File: src/ppu_regs_pkg.sv
package ppu_regs_pkg;

	// Scroll register value, or a line or column coordinate.
	typedef logic [7:0] scroll_t;

	// Background palette. The shade for color index n sits at bits 2n+1:2n.
	typedef logic [7:0] palette_t;

	// A color index before the palette, or a shade after it.
	typedef logic [1:0] color_t;

	// Visible pixels per line.
	localparam int SCREEN_WIDTH = 160;

	// Pixels in one tile row.
	localparam int TILE_PIXELS = 8;

	// One tile more than the screen holds, so a fine scroll never runs short of pixels.
	localparam int TILES_PER_LINE = SCREEN_WIDTH / TILE_PIXELS + 1;

endpackage

File: src/ppu_vram_pkg.sv
package ppu_vram_pkg;

	typedef logic [12:0] vram_addr_t;
	typedef logic [7:0]  vram_data_t;
	typedef logic [7:0]  tile_index_t;

	// Size of video RAM in bytes.
	localparam int VRAM_BYTES = 8192;

	// Tile map bases, picked by the map select bit.
	localparam vram_addr_t MAP_BASE_LOW  = 13'h1800;
	localparam vram_addr_t MAP_BASE_HIGH = 13'h1C00;

	// Tile data bases. With data select at 1 the index is unsigned from 0x0000.
	// With data select at 0 it is signed around 0x1000.
	localparam vram_addr_t DATA_BASE_UNSIGNED = 13'h0000;
	localparam vram_addr_t DATA_BASE_SIGNED   = 13'h1000;

	// Per-tile fetch sequence.
	typedef enum logic [2:0] {
		IDLE,
		MAP,
		DATA_LOW,
		DATA_HIGH,
		HOLD
	} fetch_state_t;

endpackage

File: src/bg_pixel_shifter.sv
`timescale 1ns/1ps

module bg_pixel_shifter import ppu_regs_pkg::*, ppu_vram_pkg::*; (
		input  logic       clkpipe,
		input  logic       rst_n,
		input  logic       load,
		input  logic       shift,
		input  logic       emit,
		input  logic       bg_enable,
		input  vram_data_t plane_low_byte,
		input  vram_data_t plane_high_byte,
		input  palette_t   bgp,
		output color_t     pixel,
		output logic       pixel_valid
	);

	vram_data_t low_sr;
	vram_data_t high_sr;
	color_t     color_idx;
	color_t     shade;

	// Leftmost pixel of a tile row is bit 7 of both planes.
	assign color_idx = {high_sr[7], low_sr[7]};
	assign shade     = bgp[{color_idx, 1'b0} +: 2];

	// A load replaces the tile whose last bit is leaving in the same cycle.
	always_ff @(posedge clkpipe) begin
		if (load) begin
			low_sr  <= plane_low_byte;
			high_sr <= plane_high_byte;
		end else if (shift) begin
			low_sr  <= {low_sr[6:0], 1'b0};
			high_sr <= {high_sr[6:0], 1'b0};
		end
	end

	// Pixel reads 0 outside the strobe and while the layer is off.
	always_ff @(posedge clkpipe) begin
		if (!rst_n) begin
			pixel       <= '0;
			pixel_valid <= 1'b0;
		end else begin
			pixel       <= (emit && bg_enable) ? shade : '0;
			pixel_valid <= emit;
		end
	end

endmodule

File: config.mk
export PLATFORM = sky130hd
export DESIGN_NAME = bg_pixel_shifter
export DESIGN_NICKNAME = d
export VERILOG_FILES = /design/src/ppu_regs_pkg.sv /design/src/ppu_vram_pkg.sv /design/src/bg_pixel_shifter.sv
export SDC_FILE = /design/constraint.sdc
export NUM_CORES = 1
export LEC_CHECK = 0
export BUFFER_PORTS_ARGS = -buffer_cell sky130_fd_sc_hd__clkbuf_2
export CAP_MARGIN = 25
export CORE_UTILIZATION = 30
export CTS_CLUSTER_SIZE = 20
export DETAILED_ROUTE_END_ITERATION = 16
export SETUP_SLACK_MARGIN = 0.1
export SLEW_MARGIN = 20
export SYNTH_ARGS = -nofsm -noshare
export SYNTH_HDL_FRONTEND = slang
export SYNTH_SLANG_ARGS = --single-unit
File: constraint.sdc
create_clock -name clkpipe -period 1.6 [get_ports clkpipe]
set_clock_uncertainty 0.1 [all_clocks]
set_input_delay 0.08 -clock clkpipe [delete_from_list [all_inputs] [get_ports clkpipe]]
set_output_delay 0.08 -clock clkpipe [all_outputs]
set_load 0.01 [all_outputs]
==> results.cfg <==
[detailed_routing]
first_pass_iteration_count_of_the_detailed_router = 2
route.final.wire_length_um = 1420
overall_via_count_from_detail_route = 560
dr.first_iter.drc_count = 3
drcViolationCount = 0
route.antenna.remaining_nets = 0
vias_per_cell = 4.41
avgRoutedWirePerCell_um = 11.2

[die]
die_w_um = 53.6
ios = 33
fp.coreArea_um2 = 2500
dieArea_um2 = 2870
fp-row-count = 18
die_height_um = 53.6
initial_core_util = 0.319

[synthesis]
synth_area_leader_cell = sky130_fd_sc_hd__edfxtp_1
synthesized_nets = 73
postSynthRegisterBits = 19
syn-instance-count = 43
synthDistinctLibCells = 8
register_area_share_after_synthesis = 0.677
post-synth-top-area-fraction = 0.602
synthesis.area_um2 = 798
netlist_top_cells_area = sky130_fd_sc_hd__edfxtp_1, sky130_fd_sc_hd__mux2_2, sky130_fd_sc_hd__dfxtp_1, sky130_fd_sc_hd__mux4_1, sky130_fd_sc_hd__and2_1
ys_warn_count = 0
avgSynthCellArea_um2 = 18.6

[power_and_ir_drop]
worst_supply_voltage_drop_on_vdd_uv = 512
power.internal_mw = 0.793
power.share.switching = 0.201
p_leak_nw = 0.522
powerDensity_nw_per_um2 = 820
comb_power_share = 0.148
netSwitchingPower_mw = 0.200
p_clk_frac = 0.242
seqPwrFrac = 0.610
power_mw = 0.992

[sta]
maxSlewViolCount = 0
worst_pin_slew_ns = 0.362
grt_setup_unrepaired = false
layout_min_cycle_time_ns = 1.32
report.final.setup_viol = 0
timing.setup.tns_ns = 0
slew_headroom = 0.758
fmax_mhz = 756
timing_hold_violations_final = 0
fin_crit_sh = 0.827
timing.final.ws_setup_ns = 0.277

[clock_tree]
path_clk_slew_ns = 0.11
clock-sinks = 19
clock_tree.root_cell = sky130_fd_sc_hd__clkbuf_4
tritoncts = built
cts_buffers = 3
clock_tree.htree_level_count = 1
clock_insertion_delay_worst_skew_ns = 0.29
clock_tree.buffer_depth = 2
cts_repair_resize_count = 0

[placed_design]
placement.io_buffers = 32
place_hpwl_um = 992
post-place-ws_ns = 0.281
place_congestion = 0.590
dp_cells = 104

[critical_path]
arrival_ns = 1.42
critical_path.max_fanout = 2
timing.setup.critical_path_class = register to register
startpoint_type = register
worst_setup_path_end_kind = register
data_required_time_at_the_worst_endpoint_ns = 1.70

[global_route]
grt_antenna_before_repair = 0
grt_first_pass_wirelength_um = 2380
overflow_after_grt = 0
grt_max_degree = 17
gr_usage_total = 0.120
grt_pass1_vias = 557

[layout]
n_antenna_cell = 0
drive_above_1_share = 0.526
final_non_filler_cells = 127
final_net_count = 128
syn_to_layout_area_delta_pct = 51.6

[min_path]
min_path_type = input pin to register

[status]
status = finished, final reports clean

[run]
cap_violations = 0
[final timing paths]
| check | from | end | slack [ns] | cells after the start |
|---|---|---|---|---|
| worst max-delay path | low_sr[7] | pixel[0] | 0.28 | 2 |
| worst max register to register | low_sr[7] | pixel[0] | 0.28 | 2 |
| worst min register to register | high_sr[6] | high_sr[7] | 0.46 | 1 |
| worst min-delay path | rst_n | pixel[1] | 0.07 | 3 |
[cell usage after synthesis]
cell	number
sky130_fd_sc_hd__and2_1	3
sky130_fd_sc_hd__and3_1	2
sky130_fd_sc_hd__buf_2	2
sky130_fd_sc_hd__dfxtp_1	3
sky130_fd_sc_hd__edfxtp_1	16
sky130_fd_sc_hd__mux2_2	14
sky130_fd_sc_hd__mux4_1	2
sky130_fd_sc_hd__or2_2	1
[worst max-delay path, stage by stage (launching register included)]
cell                       delay [ns]
sky130_fd_sc_hd__edfxtp_1        0.39
sky130_fd_sc_hd__mux4_1          0.55
sky130_fd_sc_hd__and3_1          0.19
[cells by family (layout without fill, tap and decap cells)]
logic type             count (synthesis)  after routing  synth area share
multiplexers                          16             16             0.263
buffers and inverters                  2             56            0.0125
AND/OR/NAND/NOR                        6              6            0.0470
flip-flops                            19             19             0.677
[area by class of cell]
class                           count  area (um^2)
Clock buffer                        4         26.3
Fill cell                         231         1290
Multi-Input combinational cell     22          248
Sequential cell                    19          541
Tap cell                           30         37.5
Timing Repair Buffer               52          358
[placed cells by master, fill, tap and decap left out]
cell	Yosys	layout
sky130_fd_sc_hd__or2_2	1	1
sky130_fd_sc_hd__clkbuf_4	0	3
sky130_fd_sc_hd__dlygate4sd3_1	0	19
sky130_fd_sc_hd__clkbuf_1	0	1
sky130_fd_sc_hd__mux4_1	2	2
sky130_fd_sc_hd__and3_1	2	2
sky130_fd_sc_hd__edfxtp_1	16	16
sky130_fd_sc_hd__and2_1	3	3
sky130_fd_sc_hd__dfxtp_1	3	3
sky130_fd_sc_hd__mux2_2	14	14
sky130_fd_sc_hd__buf_4	0	1
sky130_fd_sc_hd__clkbuf_2	0	32
[sequential cells by signal (all words and copies together) (netlist names)]
register / count
pixel: 2
pixel_valid: 1
low_sr: 8
high_sr: 8
[metal layers]
layer	up-vias	wire length (um)	share of wire	track usage
met4	0	0	0	0
met2	30	671	0.47	0.206
met1	253	615	0.43	0.141
li1	277	-	-	-
met5	-	0	0	0
met3	0	136	0.096	0.0621
[power groups by stage]
stage | Combinational (mW) | Clock (mW) | Sequential (mW)
detailed placement | 0.113 | 0 | 0.618
global placement | 0.110 | 0 | 0.616
finish | 0.147 | 0.240 | 0.606
global route | 0.162 | 0.274 | 0.612
floorplan | 0.0658 | 0 | 0.614
CTS | 0.149 | 0.248 | 0.607
[metrics by stage]
stage | utilization | area (um^2) | hold slack [ns]
finish | 0.484 | 1210 | 0.0719
global route | 0.484 | 1210 | 0.0654
CTS | 0.484 | 1210 | 0.0665
detailed placement | 0.397 | 993 | 0.227
global placement | 0.397 | 993 | 0.223
floorplan | - | 798 | 0.126
[repair_timing]
action                                 CTS  global route
setup buffers                            0             0
hold buffers                            19             0
endpoints found under the hold margin   19             0
Note: power is estimated with default switching activity, not from simulation.
