===== src/ppu_regs_pkg.sv =====
package ppu_regs_pkg;

	// Scroll register value, or a line or column coordinate.
	typedef logic [7:0] scroll_t;

	// Background palette. The shade for color index n sits at bits 2n+1:2n.
	typedef logic [7:0] palette_t;

	// A color index before the palette, or a shade after it.
	typedef logic [1:0] color_t;

	// Visible pixels per line.
	localparam int SCREEN_WIDTH = 160;

	// Pixels in one tile row.
	localparam int TILE_PIXELS = 8;

	// One tile more than the screen holds, so a fine scroll never runs short of pixels.
	localparam int TILES_PER_LINE = SCREEN_WIDTH / TILE_PIXELS + 1;

endpackage


===== src/ppu_vram_pkg.sv =====
package ppu_vram_pkg;

	typedef logic [12:0] vram_addr_t;
	typedef logic [7:0]  vram_data_t;
	typedef logic [7:0]  tile_index_t;

	// Size of video RAM in bytes.
	localparam int VRAM_BYTES = 8192;

	// Tile map bases, picked by the map select bit.
	localparam vram_addr_t MAP_BASE_LOW  = 13'h1800;
	localparam vram_addr_t MAP_BASE_HIGH = 13'h1C00;

	// Tile data bases. With data select at 1 the index is unsigned from 0x0000.
	// With data select at 0 it is signed around 0x1000.
	localparam vram_addr_t DATA_BASE_UNSIGNED = 13'h0000;
	localparam vram_addr_t DATA_BASE_SIGNED   = 13'h1000;

	// Per-tile fetch sequence.
	typedef enum logic [2:0] {
		IDLE,
		MAP,
		DATA_LOW,
		DATA_HIGH,
		HOLD
	} fetch_state_t;

endpackage


===== src/bg_fetcher.sv =====
`timescale 1ns/1ps

module bg_fetcher import ppu_regs_pkg::*, ppu_vram_pkg::*; (
		input  logic        clkpipe,
		input  logic        rst_n,
		input  logic        line_start,
		input  scroll_t     scx,
		input  vram_data_t  rd_data,
		output logic [4:0]  tile_col,
		output logic        addr_sel,
		output logic        plane_high,
		output tile_index_t tile_index,
		output logic        load,
		output logic        shift,
		output logic        emit,
		output vram_data_t  plane_low_byte,
		output vram_data_t  plane_high_byte,
		output logic        line_done
	);

	fetch_state_t state;
	tile_index_t  index_q;
	vram_data_t   high_q;
	logic         high_fresh;
	logic         running;
	logic [2:0]   shift_cnt;
	logic [2:0]   skip;
	logic [7:0]   pix_cnt;
	logic         last_pixel;
	logic         finish;

	// The map byte and the high plane byte are taken straight from the RAM
	// in the cycle they arrive, which keeps the first tile on time.
	assign tile_index      = (state == DATA_LOW) ? rd_data : index_q;
	assign plane_high_byte = high_fresh ? rd_data : high_q;

	// The map read is issued in IDLE and MAP, the data reads in the two DATA states.
	assign addr_sel   = (state == DATA_LOW) || (state == DATA_HIGH);
	assign plane_high = (state == DATA_HIGH);

	// Tile 0 loads as soon as it is ready. Later tiles wait for the eighth shift.
	assign load = (state == HOLD) && (tile_col != TILES_PER_LINE)
		&& ((tile_col == 5'd0) || (shift_cnt == TILE_PIXELS - 1));

	assign shift      = running;
	assign emit       = running && (skip == 3'd0);
	assign last_pixel = emit && (pix_cnt == SCREEN_WIDTH - 1);

	always_ff @(posedge clkpipe) begin
		if (!rst_n) begin
			state      <= IDLE;
			tile_col   <= '0;
			high_fresh <= 1'b0;
			running    <= 1'b0;
			shift_cnt  <= '0;
			skip       <= '0;
			pix_cnt    <= '0;
			finish     <= 1'b0;
			line_done  <= 1'b0;
		end else begin
			high_fresh <= (state == DATA_HIGH);
			finish     <= last_pixel;
			line_done  <= finish;

			if (load) begin
				shift_cnt <= '0;
				running   <= 1'b1;
			end else if (shift) begin
				shift_cnt <= shift_cnt + 3'd1;
			end
			// Fine scroll. The first pixels of tile 0 shift out unseen.
			if (shift && (skip != 3'd0)) begin
				skip <= skip - 3'd1;
			end
			if (emit) begin
				pix_cnt <= pix_cnt + 8'd1;
			end
			if (last_pixel) begin
				running <= 1'b0;
			end

			if (finish) begin
				state    <= IDLE;
				tile_col <= '0;
			end else begin
				case (state)
					IDLE: begin
						// A line_start outside IDLE is ignored.
						if (line_start) begin
							state   <= DATA_LOW;
							skip    <= scx[2:0];
							pix_cnt <= '0;
						end
					end
					MAP:       state <= DATA_LOW;
					DATA_LOW:  state <= DATA_HIGH;
					DATA_HIGH: state <= HOLD;
					HOLD: begin
						if (load) begin
							tile_col <= tile_col + 5'd1;
							state    <= (tile_col == TILES_PER_LINE - 1) ? HOLD : MAP;
						end
					end
					default: state <= IDLE;
				endcase
			end
		end
	end

	// Fetched bytes wait here until the shifter takes them.
	always_ff @(posedge clkpipe) begin
		if (state == DATA_LOW) begin
			index_q <= rd_data;
		end
		if (state == DATA_HIGH) begin
			plane_low_byte <= rd_data;
		end
		if (high_fresh) begin
			high_q <= rd_data;
		end
	end

endmodule


===== config.mk =====
export PLATFORM = sky130hd
export DESIGN_NAME = bg_fetcher
export DESIGN_NICKNAME = d
export VERILOG_FILES = /design/src/ppu_regs_pkg.sv /design/src/ppu_vram_pkg.sv /design/src/bg_fetcher.sv
export SDC_FILE = /design/constraint.sdc
export NUM_CORES = 1
export LEC_CHECK = 0
export BUFFER_PORTS_ARGS = -buffer_cell sky130_fd_sc_hd__buf_4
export CAP_MARGIN = 0
export CORE_MARGIN = 2
export CORE_UTILIZATION = 38
export CTS_BUF_LIST = sky130_fd_sc_hd__clkbuf_8
export CTS_CLUSTER_DIAMETER = 100
export DETAILED_ROUTE_END_ITERATION = 16
export PLACE_DENSITY = 0.67
export SLEW_MARGIN = 20
export SYNTH_ARGS = -nofsm -noshare
export SYNTH_HDL_FRONTEND = slang
export SYNTH_SLANG_ARGS = --single-unit

===== constraint.sdc =====
create_clock -name clkpipe -period 4.3 [get_ports clkpipe]
set_clock_uncertainty 0.1 [all_clocks]
set_input_delay 0.86 -clock clkpipe [delete_from_list [all_inputs] [get_ports clkpipe]]
set_output_delay 0.86 -clock clkpipe [all_outputs]
set_load 0.01 [all_outputs]

==> results.yml <==
status:
  status: "complete, no violations"
route:
  vias_per_cell: 4.693
  detail_route.wl_per_cell_um: 11.94
  drc: 0
  dr.pass1.iters: 4
  first_iter_violations: 56
  wl_mm: 3.618
  ant_nets: 0
  vias: 1422
sta:
  tightestPinTransition_ns: 0.5187
  final-setup-viol-count: 0
  slew_violations: 0
  fmax_mhz: 351.2
  finalWorstSetupSlack_ns: 1.452
  hold_viol_final: 0
  period_share_pct: 66.22
  layout_min_cycle_time_ns: 2.848
  relSlewSlack_pct: 65.38
  grt_setup_unrepaired: "no"
  fin_setup_tns_ns: 0
global_routing:
  grt_max_degree: 17
  grt_overflow: 0
  grt_pass1_wl_mm: 6.120
  antenna_found_initial: 0
  grt_pass1_vias: 1336
  grtUsageTotal_pct: 12.75
clock_network:
  cts_made_buffers: 5
  cts_resized: 0
  insertion_delay_ns: 0.30
  cts_tree: "yes"
  clockBufferDepth: 2
  clkTransAtPathRegs_ns: 0.09
  cts_sinks: 50
  cts_htree_levels: 2
  cts_hold_buffers: 0
  post_cts.repair.setup_buffers: 0
  cts_root_buf: "clkbuf_8"
floorplan:
  die_x_um: 77.19
  die_y_um: 77.19
  die_area_um2: 5958
  initial_utilization_pct: 39.61
  core_area_um2: 5140
  io_pins: 54
  rows: 26
placed_design:
  portBuffers: 48
  dp_hpwl_mm: 2.648
  place_congestion: 0.7576
  place_ws_ns: 1.776
logic_synthesis:
  ys_warn_count: 0
  yosys.cell_types.count: 38
  ys_seq_area_share_pct: 53.10
  synth_cells: 182
  ys_ff_latch: 50
  synth_nets: 209
  netlist_area_um2: 2036
  syn_area_per_cell_um2: 11.19
worst_setup_path:
  critPathMaxFanout: 8
  cp-end-kind: "output pin"
  worstReg2RegStart: "shift_cnt[0]"
  critPathKind: "reg -> out"
  r2r-end: "state[0]"
  cp.arrival_ns: 1.89
  worstPathRequired_ns: 3.34
  ff2ff_setup_slack_ns: 2.45
  r2r.worst_path.cells: 6
  cp-start-kind: "flip-flop"
finish:
  diodes: 0
  nets: 259
  n_fill_cell: 498
  drive_above_1_share_pct: 33.05
  synthToLayoutAreaGrowth_pct: 25.32
  final_util_pct: 49.63
min_path:
  worstHoldStart: "finish"
  worstHoldEndpoint: "line_done"
  hold_path_class: "reg -> reg"
  hold_path_depth: 1
power:
  p_total_uw: 1016
  powerDensity_nw_per_um2: 398.1
  vdd_ir_drop_max_mv: 0.2295
  leakage_uw: 0.001059
flow_run:
  maxCapViolations: 0
==> logic make-up (layout without fill, tap and decap cells) <==
kind of cell	count (synthesis)	in the layout	share of synthesized area, %
muxes	20	20	10.82
AOI/OAI and AO/OA	17	17	6.699
buffers and inverters	12	63	2.274
xor gates and xnor gates	11	11	4.733
and+or+nand+nor	64	64	17.46
DFF	50	50	53.10
adders and majority gates	8	8	4.917
==> layout make-up <==
class	count	area [µm²]	area share, %
sequential	50	1081	42.37
clock buffer	5	68.82	2.697
tap	70	87.58	3.433
clock inverter	3	18.77	0.7357
multi-input combinational	120	908.4	35.61
timing repair buffer	48	360.3	14.12
inverter	7	26.28	1.030
==> per-stage QoR <==
| stage | cell area (µm²) | instances | hold slack (ns) |
|---|---|---|---|
| after floorplan | 2036 | 182 | 0.3447 |
| after global placement | 2464 | 295 | 0.3571 |
| after detailed placement | 2464 | 295 | 0.3613 |
| after CTS | 2551 | 303 | 0.3838 |
| after global routing | 2551 | 303 | 0.3980 |
| final | 2551 | 303 | 0.3742 |
==> worst max-delay path: stages (launching register included) <==
cell and delay, ns:
dfxtp_1 0.45, nand2b_1 0.15, nor2_2 0.43, mux2_2 0.41, buf_4 0.15
==> Yosys cell counts <==
master     number  area share (%)
o21ai_0         2            0.49
nor2b_1         1            0.31
and3b_1         1            0.43
o211ai_4        1             1.0
nand4_1         1            0.31
buf_2           1            0.25
nor4_1          2            0.61
a2111oi_0       1            0.43
nor2_1         20             3.7
nand4b_1        2            0.86
nand2_1        10             1.8
or3_1           2            0.61
nor2_2          1            0.31
edfxtp_1        8              12
xor2_1          4             1.7
and4b_1         1            0.49
mux2i_1         4             2.0
dfxtp_1        42              41
a21oi_1         5             1.2
and3_1          2            0.61
o2111ai_1       1            0.43
mux2_2         16             8.9
clkbuf_1        4            0.74
nand2b_1        5             1.5
nand3_1         7             1.7
a21o_1          1            0.37
nor4b_4         1             1.2
a211oi_1        2            0.74
xnor2_1         7             3.0
inv_1           7             1.3
and2_1          2            0.61
a21boi_0        1            0.37
nor3b_4         1            0.92
o21bai_1        1            0.37
a211oi_2        2             1.2
ha_1            8             4.9
nor3_1          4            0.98
or3b_1          1            0.43
==> worst max-delay path by stage <==
stage / startpoint / to / slack, ns / cells after the start
2_1_floorplan: tile_col[0] / load / 2.12 / 5
3_3_place_gp: state[1] / tile_index[5] / 1.77 / 4
3_5_place_dp: state[1] / tile_index[1] / 1.78 / 4
4_1_cts: state[1] / tile_index[1] / 1.41 / 4
5_1_grt: state[1] / tile_index[0] / 1.34 / 4
6_report: state[1] / tile_index[1] / 1.45 / 4
==> placed cells by master (no fill, tap or decap), drive strengths merged, types with 2 or more instances in the layout <==
cell type / netlist / final
and3: 2 / 2
inv: 7 / 8
nor4: 2 / 2
mux2: 16 / 16
clkbuf: 4 / 5
xnor2: 7 / 7
ha: 8 / 8
clkinvlp: 0 / 2
edfxtp: 8 / 8
nand2: 10 / 10
nand2b: 5 / 5
a211oi: 4 / 4
or3: 2 / 2
and2: 2 / 2
nand4b: 2 / 2
buf: 1 / 48
xor2: 4 / 4
nor2: 21 / 21
dfxtp: 42 / 42
nand3: 7 / 7
o21ai: 2 / 2
a21oi: 5 / 5
mux2i: 4 / 4
nor3: 4 / 4
==> sequential cells by signal (all words and copies together) (netlist names) <==
name	cells
tile_col	5
high_fresh	1
state	3
finish	1
line_done	1
pix_cnt	8
high_q	8
plane_low_byte	8
skip	3
shift_cnt	3
shift	1
index_q	8
==> where the power goes <==
part / switching, µW / internal, µW / total [µW]
Sequential: 16.5 / 529 / 545
Combinational: 93.9 / 115 / 208
Clock: 150 / 112 / 262
Total: 260 / 756 / 1020
==> layer usage <==
metal | vias to the layer above | track usage, % | share of wire, %
met2 | 45 | 19.74 | 43
li1 | 730 | - | -
met3 | 4 | 2.941 | 5.6
met4 | 0 | 4.821 | 1.3
met1 | 643 | 17.29 | 50
met5 | - | 0 | 0
No activity file was read; power rests on OpenSTA's default activity.
