<file path="config.mk">
export PLATFORM = sky130hd
export DESIGN_NAME = bg_scroll_addr
export DESIGN_NICKNAME = d
export VERILOG_FILES = /design/src/ppu_regs_pkg.sv /design/src/ppu_vram_pkg.sv /design/src/bg_scroll_addr.sv
export SDC_FILE = /design/constraint.sdc
export NUM_CORES = 1
export LEC_CHECK = 0
export ABC_AREA = 0
export BUFFER_PORTS_ARGS = -buffer_cell sky130_fd_sc_hd__buf_2
export CORE_MARGIN = 8
export CORE_UTILIZATION = 41
export DETAILED_ROUTE_END_ITERATION = 8
export PLACE_DENSITY = 0.83
export SYNTH_ARGS = -nofsm -noshare
export SYNTH_HDL_FRONTEND = slang
export SYNTH_SLANG_ARGS = --single-unit
</file>
<file path="constraint.sdc">
create_clock -name vclk -period 2.15
set_input_delay 0.43 -clock vclk [all_inputs]
set_output_delay 0.43 -clock vclk [all_outputs]
set_load 0.02 [all_outputs]
</file>
<file path="src/ppu_regs_pkg.sv">
package ppu_regs_pkg;

	// Scroll register value, or a line or column coordinate.
	typedef logic [7:0] scroll_t;

	// Background palette. The shade for color index n sits at bits 2n+1:2n.
	typedef logic [7:0] palette_t;

	// A color index before the palette, or a shade after it.
	typedef logic [1:0] color_t;

	// Visible pixels per line.
	localparam int SCREEN_WIDTH = 160;

	// Pixels in one tile row.
	localparam int TILE_PIXELS = 8;

	// One tile more than the screen holds, so a fine scroll never runs short of pixels.
	localparam int TILES_PER_LINE = SCREEN_WIDTH / TILE_PIXELS + 1;

endpackage

</file>
<file path="src/ppu_vram_pkg.sv">
package ppu_vram_pkg;

	typedef logic [12:0] vram_addr_t;
	typedef logic [7:0]  vram_data_t;
	typedef logic [7:0]  tile_index_t;

	// Size of video RAM in bytes.
	localparam int VRAM_BYTES = 8192;

	// Tile map bases, picked by the map select bit.
	localparam vram_addr_t MAP_BASE_LOW  = 13'h1800;
	localparam vram_addr_t MAP_BASE_HIGH = 13'h1C00;

	// Tile data bases. With data select at 1 the index is unsigned from 0x0000.
	// With data select at 0 it is signed around 0x1000.
	localparam vram_addr_t DATA_BASE_UNSIGNED = 13'h0000;
	localparam vram_addr_t DATA_BASE_SIGNED   = 13'h1000;

	// Per-tile fetch sequence.
	typedef enum logic [2:0] {
		IDLE,
		MAP,
		DATA_LOW,
		DATA_HIGH,
		HOLD
	} fetch_state_t;

endpackage

</file>
<file path="src/bg_scroll_addr.sv">
`timescale 1ns/1ps

module bg_scroll_addr import ppu_regs_pkg::*, ppu_vram_pkg::*; (
		input  scroll_t     line,
		input  scroll_t     scy,
		input  scroll_t     scx,
		input  logic [4:0]  tile_col,
		input  logic        map_sel,
		input  logic        data_sel,
		input  logic        addr_sel,
		input  logic        plane_high,
		input  tile_index_t tile_index,
		output vram_addr_t  rd_addr
	);

	scroll_t    v_sum;
	scroll_t    h_sum;
	vram_addr_t map_base;
	vram_addr_t map_addr;
	vram_addr_t data_base;
	vram_addr_t tile_offset;
	vram_addr_t row_offset;
	vram_addr_t data_addr;

	// Both sums wrap at 256, so the map wraps around on both axes.
	assign v_sum = line + scy;
	assign h_sum = scx + {tile_col, 3'b000};

	// Map address: 32 tiles per map row.
	assign map_base = map_sel ? MAP_BASE_HIGH : MAP_BASE_LOW;
	assign map_addr = map_base + {3'b000, v_sum[7:3], h_sum[7:3]};

	// Each tile is 16 bytes, two per pixel row. In signed mode the index is sign
	// extended so that 0x80..0xFF land below the 0x1000 base.
	assign data_base   = data_sel ? DATA_BASE_UNSIGNED : DATA_BASE_SIGNED;
	assign tile_offset = {(data_sel ? 1'b0 : tile_index[7]), tile_index, 4'b0000};
	assign row_offset  = {9'd0, v_sum[2:0], plane_high};
	assign data_addr   = data_base + tile_offset + row_offset;

	assign rd_addr = addr_sel ? data_addr : map_addr;

endmodule

</file>
==> out/qor.yml, run 1 <==
route:
  wire_per_inst_um: 17.8
  vias_per_cell: 5.72
  drt_iter0_drc: 32
  drtPass1Iterations: 4
  wirelength_um: 3010
  drc_errors: 0
  routed-via-count: 966
  ant_nets: 0
synth:
  synthesis.area_um2: 639
  synth_area_per_cell_um2: 7.18
  postSynthNetCount: 143
  ys_seq_area_frac: 0
  yosysUniqueCellTypes: 32
  ys.warnings.count: 0
  syn_inst: 89
global_routing:
  grt_start_max_net_pins: 21
  track_usage: 0.138
  use_met1: 0.131
  overflow: 0
  grt_util_met3: 0.0434
  top_usage_layer: "met2"
  grtUsageMet2: 0.277
  grt_pass1_wl_um: 3830
  antenna_found_initial: 0
  grt_pass1_vias: 968
setup_path:
  crit_path_start_kind: "primary input"
  cp.arrival_ns: 1.89
  worstSetupPathType: "primary input to primary output"
  worst_setup_path_end_kind: "primary output"
  critPathMaxFanout: 2
  crit_required_ns: 1.72
layout:
  nFillCells: 78
  nets: 209
  layout_common_cells: "38 x buf_2, 18 x buf_4, 10 x buf_6"
  clkbuf_count: 0
  final_cells: 169
  fin_area_um2: 1280
  seq_cell_count: 0
  drive_gt1_frac: 0.614
  antenna_cells: 0
  area_growth_pct: 99.6
  final_common_cell: "buf_2"
  seqCellArea_um2: 0
floorplan:
  die-area_um2: 3080
  die_h_um: 55.5
  num_rows: 14
  num_io_pins: 54
  die_width_um: 55.5
  initial_core_util: 0.429
  core_area_um2: 1490
placement:
  hpwl_um: 1920
  dp_cells: 165
  place_area_um2: 995
  io_buffers: 51
  place.gp.congestion: 0.728
pwr:
  leakage_nw: 0.608
  peakVddDrop_uv: 215
  power.density_nw_per_um2: 305
  p_total_mw: 0.389
timing:
  fmax_mhz: 431
  worst_pin_slew_ns: 0.506
  finalCriticalPeriod_ns: 2.32
  slew_viol_final: 0
  finalSetupViolations: 4
  fin_ws_ns: -0.169
  hold_viol: 0
  rsz0062_at_grt: "true"
  fin_crit_sh: 1.08
  slew_headroom: 0.663
  fin_setup_tns_ns: -0.386
job:
  maxCapViolations: 0
outcome:
  violations: "negative setup slack"
  status: "finished, violations left"
worst_hold_path:
  hold_class: "primary input to primary output"
timing repair:
item                                    4_1_cts  5_1_grt
endpoints found under the setup margin        6        7
gates resized for setup                      20       30
buffers inserted                              2        2
hold endpoints to repair                      0        0
pin swaps                                     8       19
hold buffers                                  0        0
power breakdown:
part	internal (mW)	total, mW	leakage (nW)	switching, mW
clock network	0	0	0	0
logic	0.197	0.389	0.608	0.192
registers	0	0	0	0
total	0.197	0.389	0.608	0.192
layer usage:
metal	share of wire	vias up	wire length (um)
met5	0	-	0
met4	0.012	0	36
met3	0.079	4	238
met2	0.55	47	1650
met1	0.36	459	1090
li1	-	456	-
per-stage QoR:
stage                     hold WS, ns  setup WS, ns  utilization
after floorplan                  1.05       -0.0279            -
after global placement           1.14        -0.187        0.668
after detailed placement         1.14        -0.257        0.668
after CTS                        1.14        -0.147        0.744
after global routing             1.17        -0.253        0.857
final                            1.14        -0.169        0.857
critical path: stages:
cell and delay [ns]:
buf_8 0.07, ha_4 0.13, inv_2 0.03, fa_2 0.36
buf_4 0.16, nor2b_1 0.14, o21ai_1 0.10, a211oi_2 0.22
a21o_1 0.12, buf_6 0.12
cell families after synthesis:
logic type      count (synthesis)  share of synthesized area
simple gates                   29                      0.237
compound gates                 28                      0.295
fa+ha+maj                      13                      0.278
buf+inv                        11                     0.0704
xor+xnor                        5                     0.0685
mux                             3                     0.0509
cell usage after synthesis, drive strengths merged (2+ instances only):
library cell  count  area (um^2)
o21ai             7         35.0
o311ai            2         17.5
xnor2             2         17.5
nand3             3         15.0
a211oi            3         22.5
mux2              2         22.5
nand2             5         18.8
buf               2         10.0
a21o              3         22.5
inv               8         30.0
fa                2         40.0
nor2              8         30.0
nand2b            4         25.0
ha               11          138
o211ai            2         15.0
a21oi             5         25.0
xor2              3         26.3
nor2b             3         18.8
final timing paths:
path,start,end,slack [ns],depth (start not counted)
worst max-delay path,line[0],rd_addr[6],-0.17,10
worst min-delay path,data_sel,rd_addr[12],1.14,3
cell type report:
type	count	area [um^2]	share of cell area
repair buffers	67	453	0.355
inverters	8	30.0	0.0235
well taps	16	20.0	0.0157
multi-input cells	78	773	0.606
Note: power is estimated with default switching activity, not from simulation.
==> run 2: changes to the inputs <==
--- a/config.mk
+++ b/config.mk
@@ -5,12 +5,12 @@
 export SDC_FILE = /design/constraint.sdc
 export NUM_CORES = 1
 export LEC_CHECK = 0
-export ABC_AREA = 0
+export ABC_AREA = 1
 export BUFFER_PORTS_ARGS = -buffer_cell sky130_fd_sc_hd__buf_2
 export CORE_MARGIN = 8
 export CORE_UTILIZATION = 41
 export DETAILED_ROUTE_END_ITERATION = 8
-export PLACE_DENSITY = 0.83
+export PLACE_DENSITY = 0.82
 export SYNTH_ARGS = -nofsm -noshare
 export SYNTH_HDL_FRONTEND = slang
 export SYNTH_SLANG_ARGS = --single-unit
==> run 2 against run 1 <==
Against the previous run: count of clock-buffer cells in the layout unchanged; core utilization down 17 points; design area down 19%; largest cell class unchanged; global-route usage down 1.4 points; combinational power down 27%; flip-flop and latch count unchanged; cell count up 7.1%; the flow now finishes without violations; worst hold slack better by 0.0051 ns; setup slack better by 0.23 ns; wire length down 30%; critical path depth up 2; highest routed layer is now met3; total power down 27%.
==> out/qor.yml, run 2 <==
synth:
  synth_top_area_share: 0.251
  yosysMostFrequentCell: "nand2_1"
  synth_area_leaders: "nand2_1 25%, ha_1 21%, nand3_1 9.9%"
  synthesis.area_um2: 658
  synth_area_leader_cell: "nand2_1"
  syn_inst: 115
  postSynthNetCount: 169
  synth_area_per_cell_um2: 5.72
  ys.warnings.count: 0
  yosysUniqueCellTypes: 21
  ys_seq_area_frac: 0
  netlist_top_cells_count: "44 x nand2_1, 17 x inv_1, 13 x nand3_1"
route:
  wire_per_inst_um: 11.7
  routed-via-count: 883
  wirelength_um: 2110
  drtPass1Iterations: 4
  drt_iter0_drc: 11
  drc_errors: 0
  vias_per_cell: 4.88
  ant_nets: 0
timing:
  hold_viol: 0
  finalCriticalPeriod_ns: 2.09
  fmax_mhz: 478
  slew_headroom: 0.838
  rsz0062_at_grt: "true"
  fin_ws_ns: 0.0592
  worst_pin_slew_ns: 0.243
  finalSetupViolations: 0
  hold_ws_ns: 1.15
  slew_viol_final: 0
  fin_crit_sh: 0.972
layout:
  layout_common_cells: "47 x buf_2, 37 x nand2_1, 14 x inv_1"
  nets: 221
  clkbuf_count: 0
  nFillCells: 144
  seqCellArea_um2: 0
  final_common_cell: "buf_2"
  multi_input_area_um2: 653
  area_growth_pct: 56.3
  drive_gt1_frac: 0.461
  antenna_cells: 0
  seq_cell_count: 0
floorplan:
  num_rows: 14
  core_area_um2: 1510
  die-area_um2: 3140
  initial_core_util: 0.437
  num_io_pins: 54
  die_width_um: 56.1
  die_h_um: 56.1
pwr:
  leakage_nw: 0.618
  peakVddDrop_uv: 143
  p_total_mw: 0.285
  power.density_nw_per_um2: 277
worst_hold_path:
  hold_class: "primary input to primary output"
setup_path:
  cp.arrival_ns: 1.66
  cp_num_buf_inv: 5
  crit_slowest_cell: "buf_2"
  cp_common_cell: "inv_2"
  crit_path_start_kind: "primary input"
  critPathMaxFanout: 3
  crit_family: "buffers and inverters"
  crit_required_ns: 1.72
  critPathMaxStageDelay_ns: 0.19
  cp_cell_sequence: "buf_6 -> ha_4 -> inv_2 -> fa_2 -> inv_2 -> nand2_2 -> nand2_4 -> buf_4 -> nand3_1 -> nand2_1 -> o21ai_1 -> buf_2"
  worstSetupPathType: "primary input to primary output"
  worst_setup_path_end_kind: "primary output"
job:
  maxCapViolations: 0
placement:
  io_buffers: 51
  hpwl_um: 1730
  pre_cts_slack_ns: -0.0847
  place.gp.congestion: 0.772
global_routing:
  antenna_found_initial: 0
  track_usage: 0.124
  overflow: 0
  grt_start_max_net_pins: 14
  grt_pass1_vias: 891
  grt_pass1_wl_um: 3610
outcome:
  status: "finished, final reports clean"
clock_network:
  cts_hold_buf: 0
-- run 2: cell count changes after synthesis, moves of 3 or more --
cell / delta
a21o_1: -3
nor2b_1: -3
o21ai_0: -5
nand2_1: +39
inv_1: +9
nor2_1: -3
nand3_1: +10
o21ai_1: +3
nand2b_1: -4
a211oi_1: -3
-- run 2: power by group --
group	internal [mW]	total (mW)	switching, mW
registers	0	0	0
logic	0.125	0.285	0.159
clock network	0	0	0
total	0.125	0.285	0.159
-- run 2: timing repair --
action | in CTS | in global routing
resized for setup | 13 | 15
pin swaps | 2 | 6
buffers inserted | 0 | 1
endpoints found under the setup margin | 2 | 3
-- run 2: layout make-up --
cell class,count,share of cell area
multi-input combinational,95,0.635
timing repair buffer,52,0.280
tap,16,0.0195
inverter,18,0.0657
-- run 2: kinds of logic (layout without fill, tap and decap cells) --
| logic type | Yosys count | in the layout | share of synthesized area |
|---|---|---|---|
| XOR/XNOR | 2 | 2 | 0.0266 |
| AND/OR/NAND/NOR | 70 | 70 | 0.481 |
| AO/OA/AOI/OAI | 10 | 10 | 0.0951 |
| adder cells (fa/ha/maj) | 13 | 13 | 0.270 |
| buffers and inverters | 20 | 70 | 0.127 |
-- run 2: stage by stage --
step	utilization	instances	cell area, um^2	setup TNS [ns]
final	0.683	181	1030	0
after global routing	0.683	181	1030	-0.0354
after CTS	0.639	180	962	0
after detailed placement	0.609	180	917	-0.0977
after global placement	0.609	180	917	-0.0410
after floorplan	-	115	658	0
-- run 2: worst paths after layout --
kind                 start     endpoint  slack [ns]  cells past startpoint
setup / recovery    scy[0]   rd_addr[6]        0.06                     12
hold / removal    data_sel  rd_addr[12]        1.15                      3
-- run 2: worst min-delay path: cells and delay by family --
kind                   cells  cell delay (ns)
buffers and inverters      2             0.23
AOI/OAI and AO/OA          1             0.06
-- run 2: routing by layer --
layer,up-vias,share of wire,global-route usage
li1,465,-,-
met2,27,0.53,0.244
met4,0,0,0
met1,391,0.41,0.137
met3,0,0.058,0.0228
met5,-,0,0
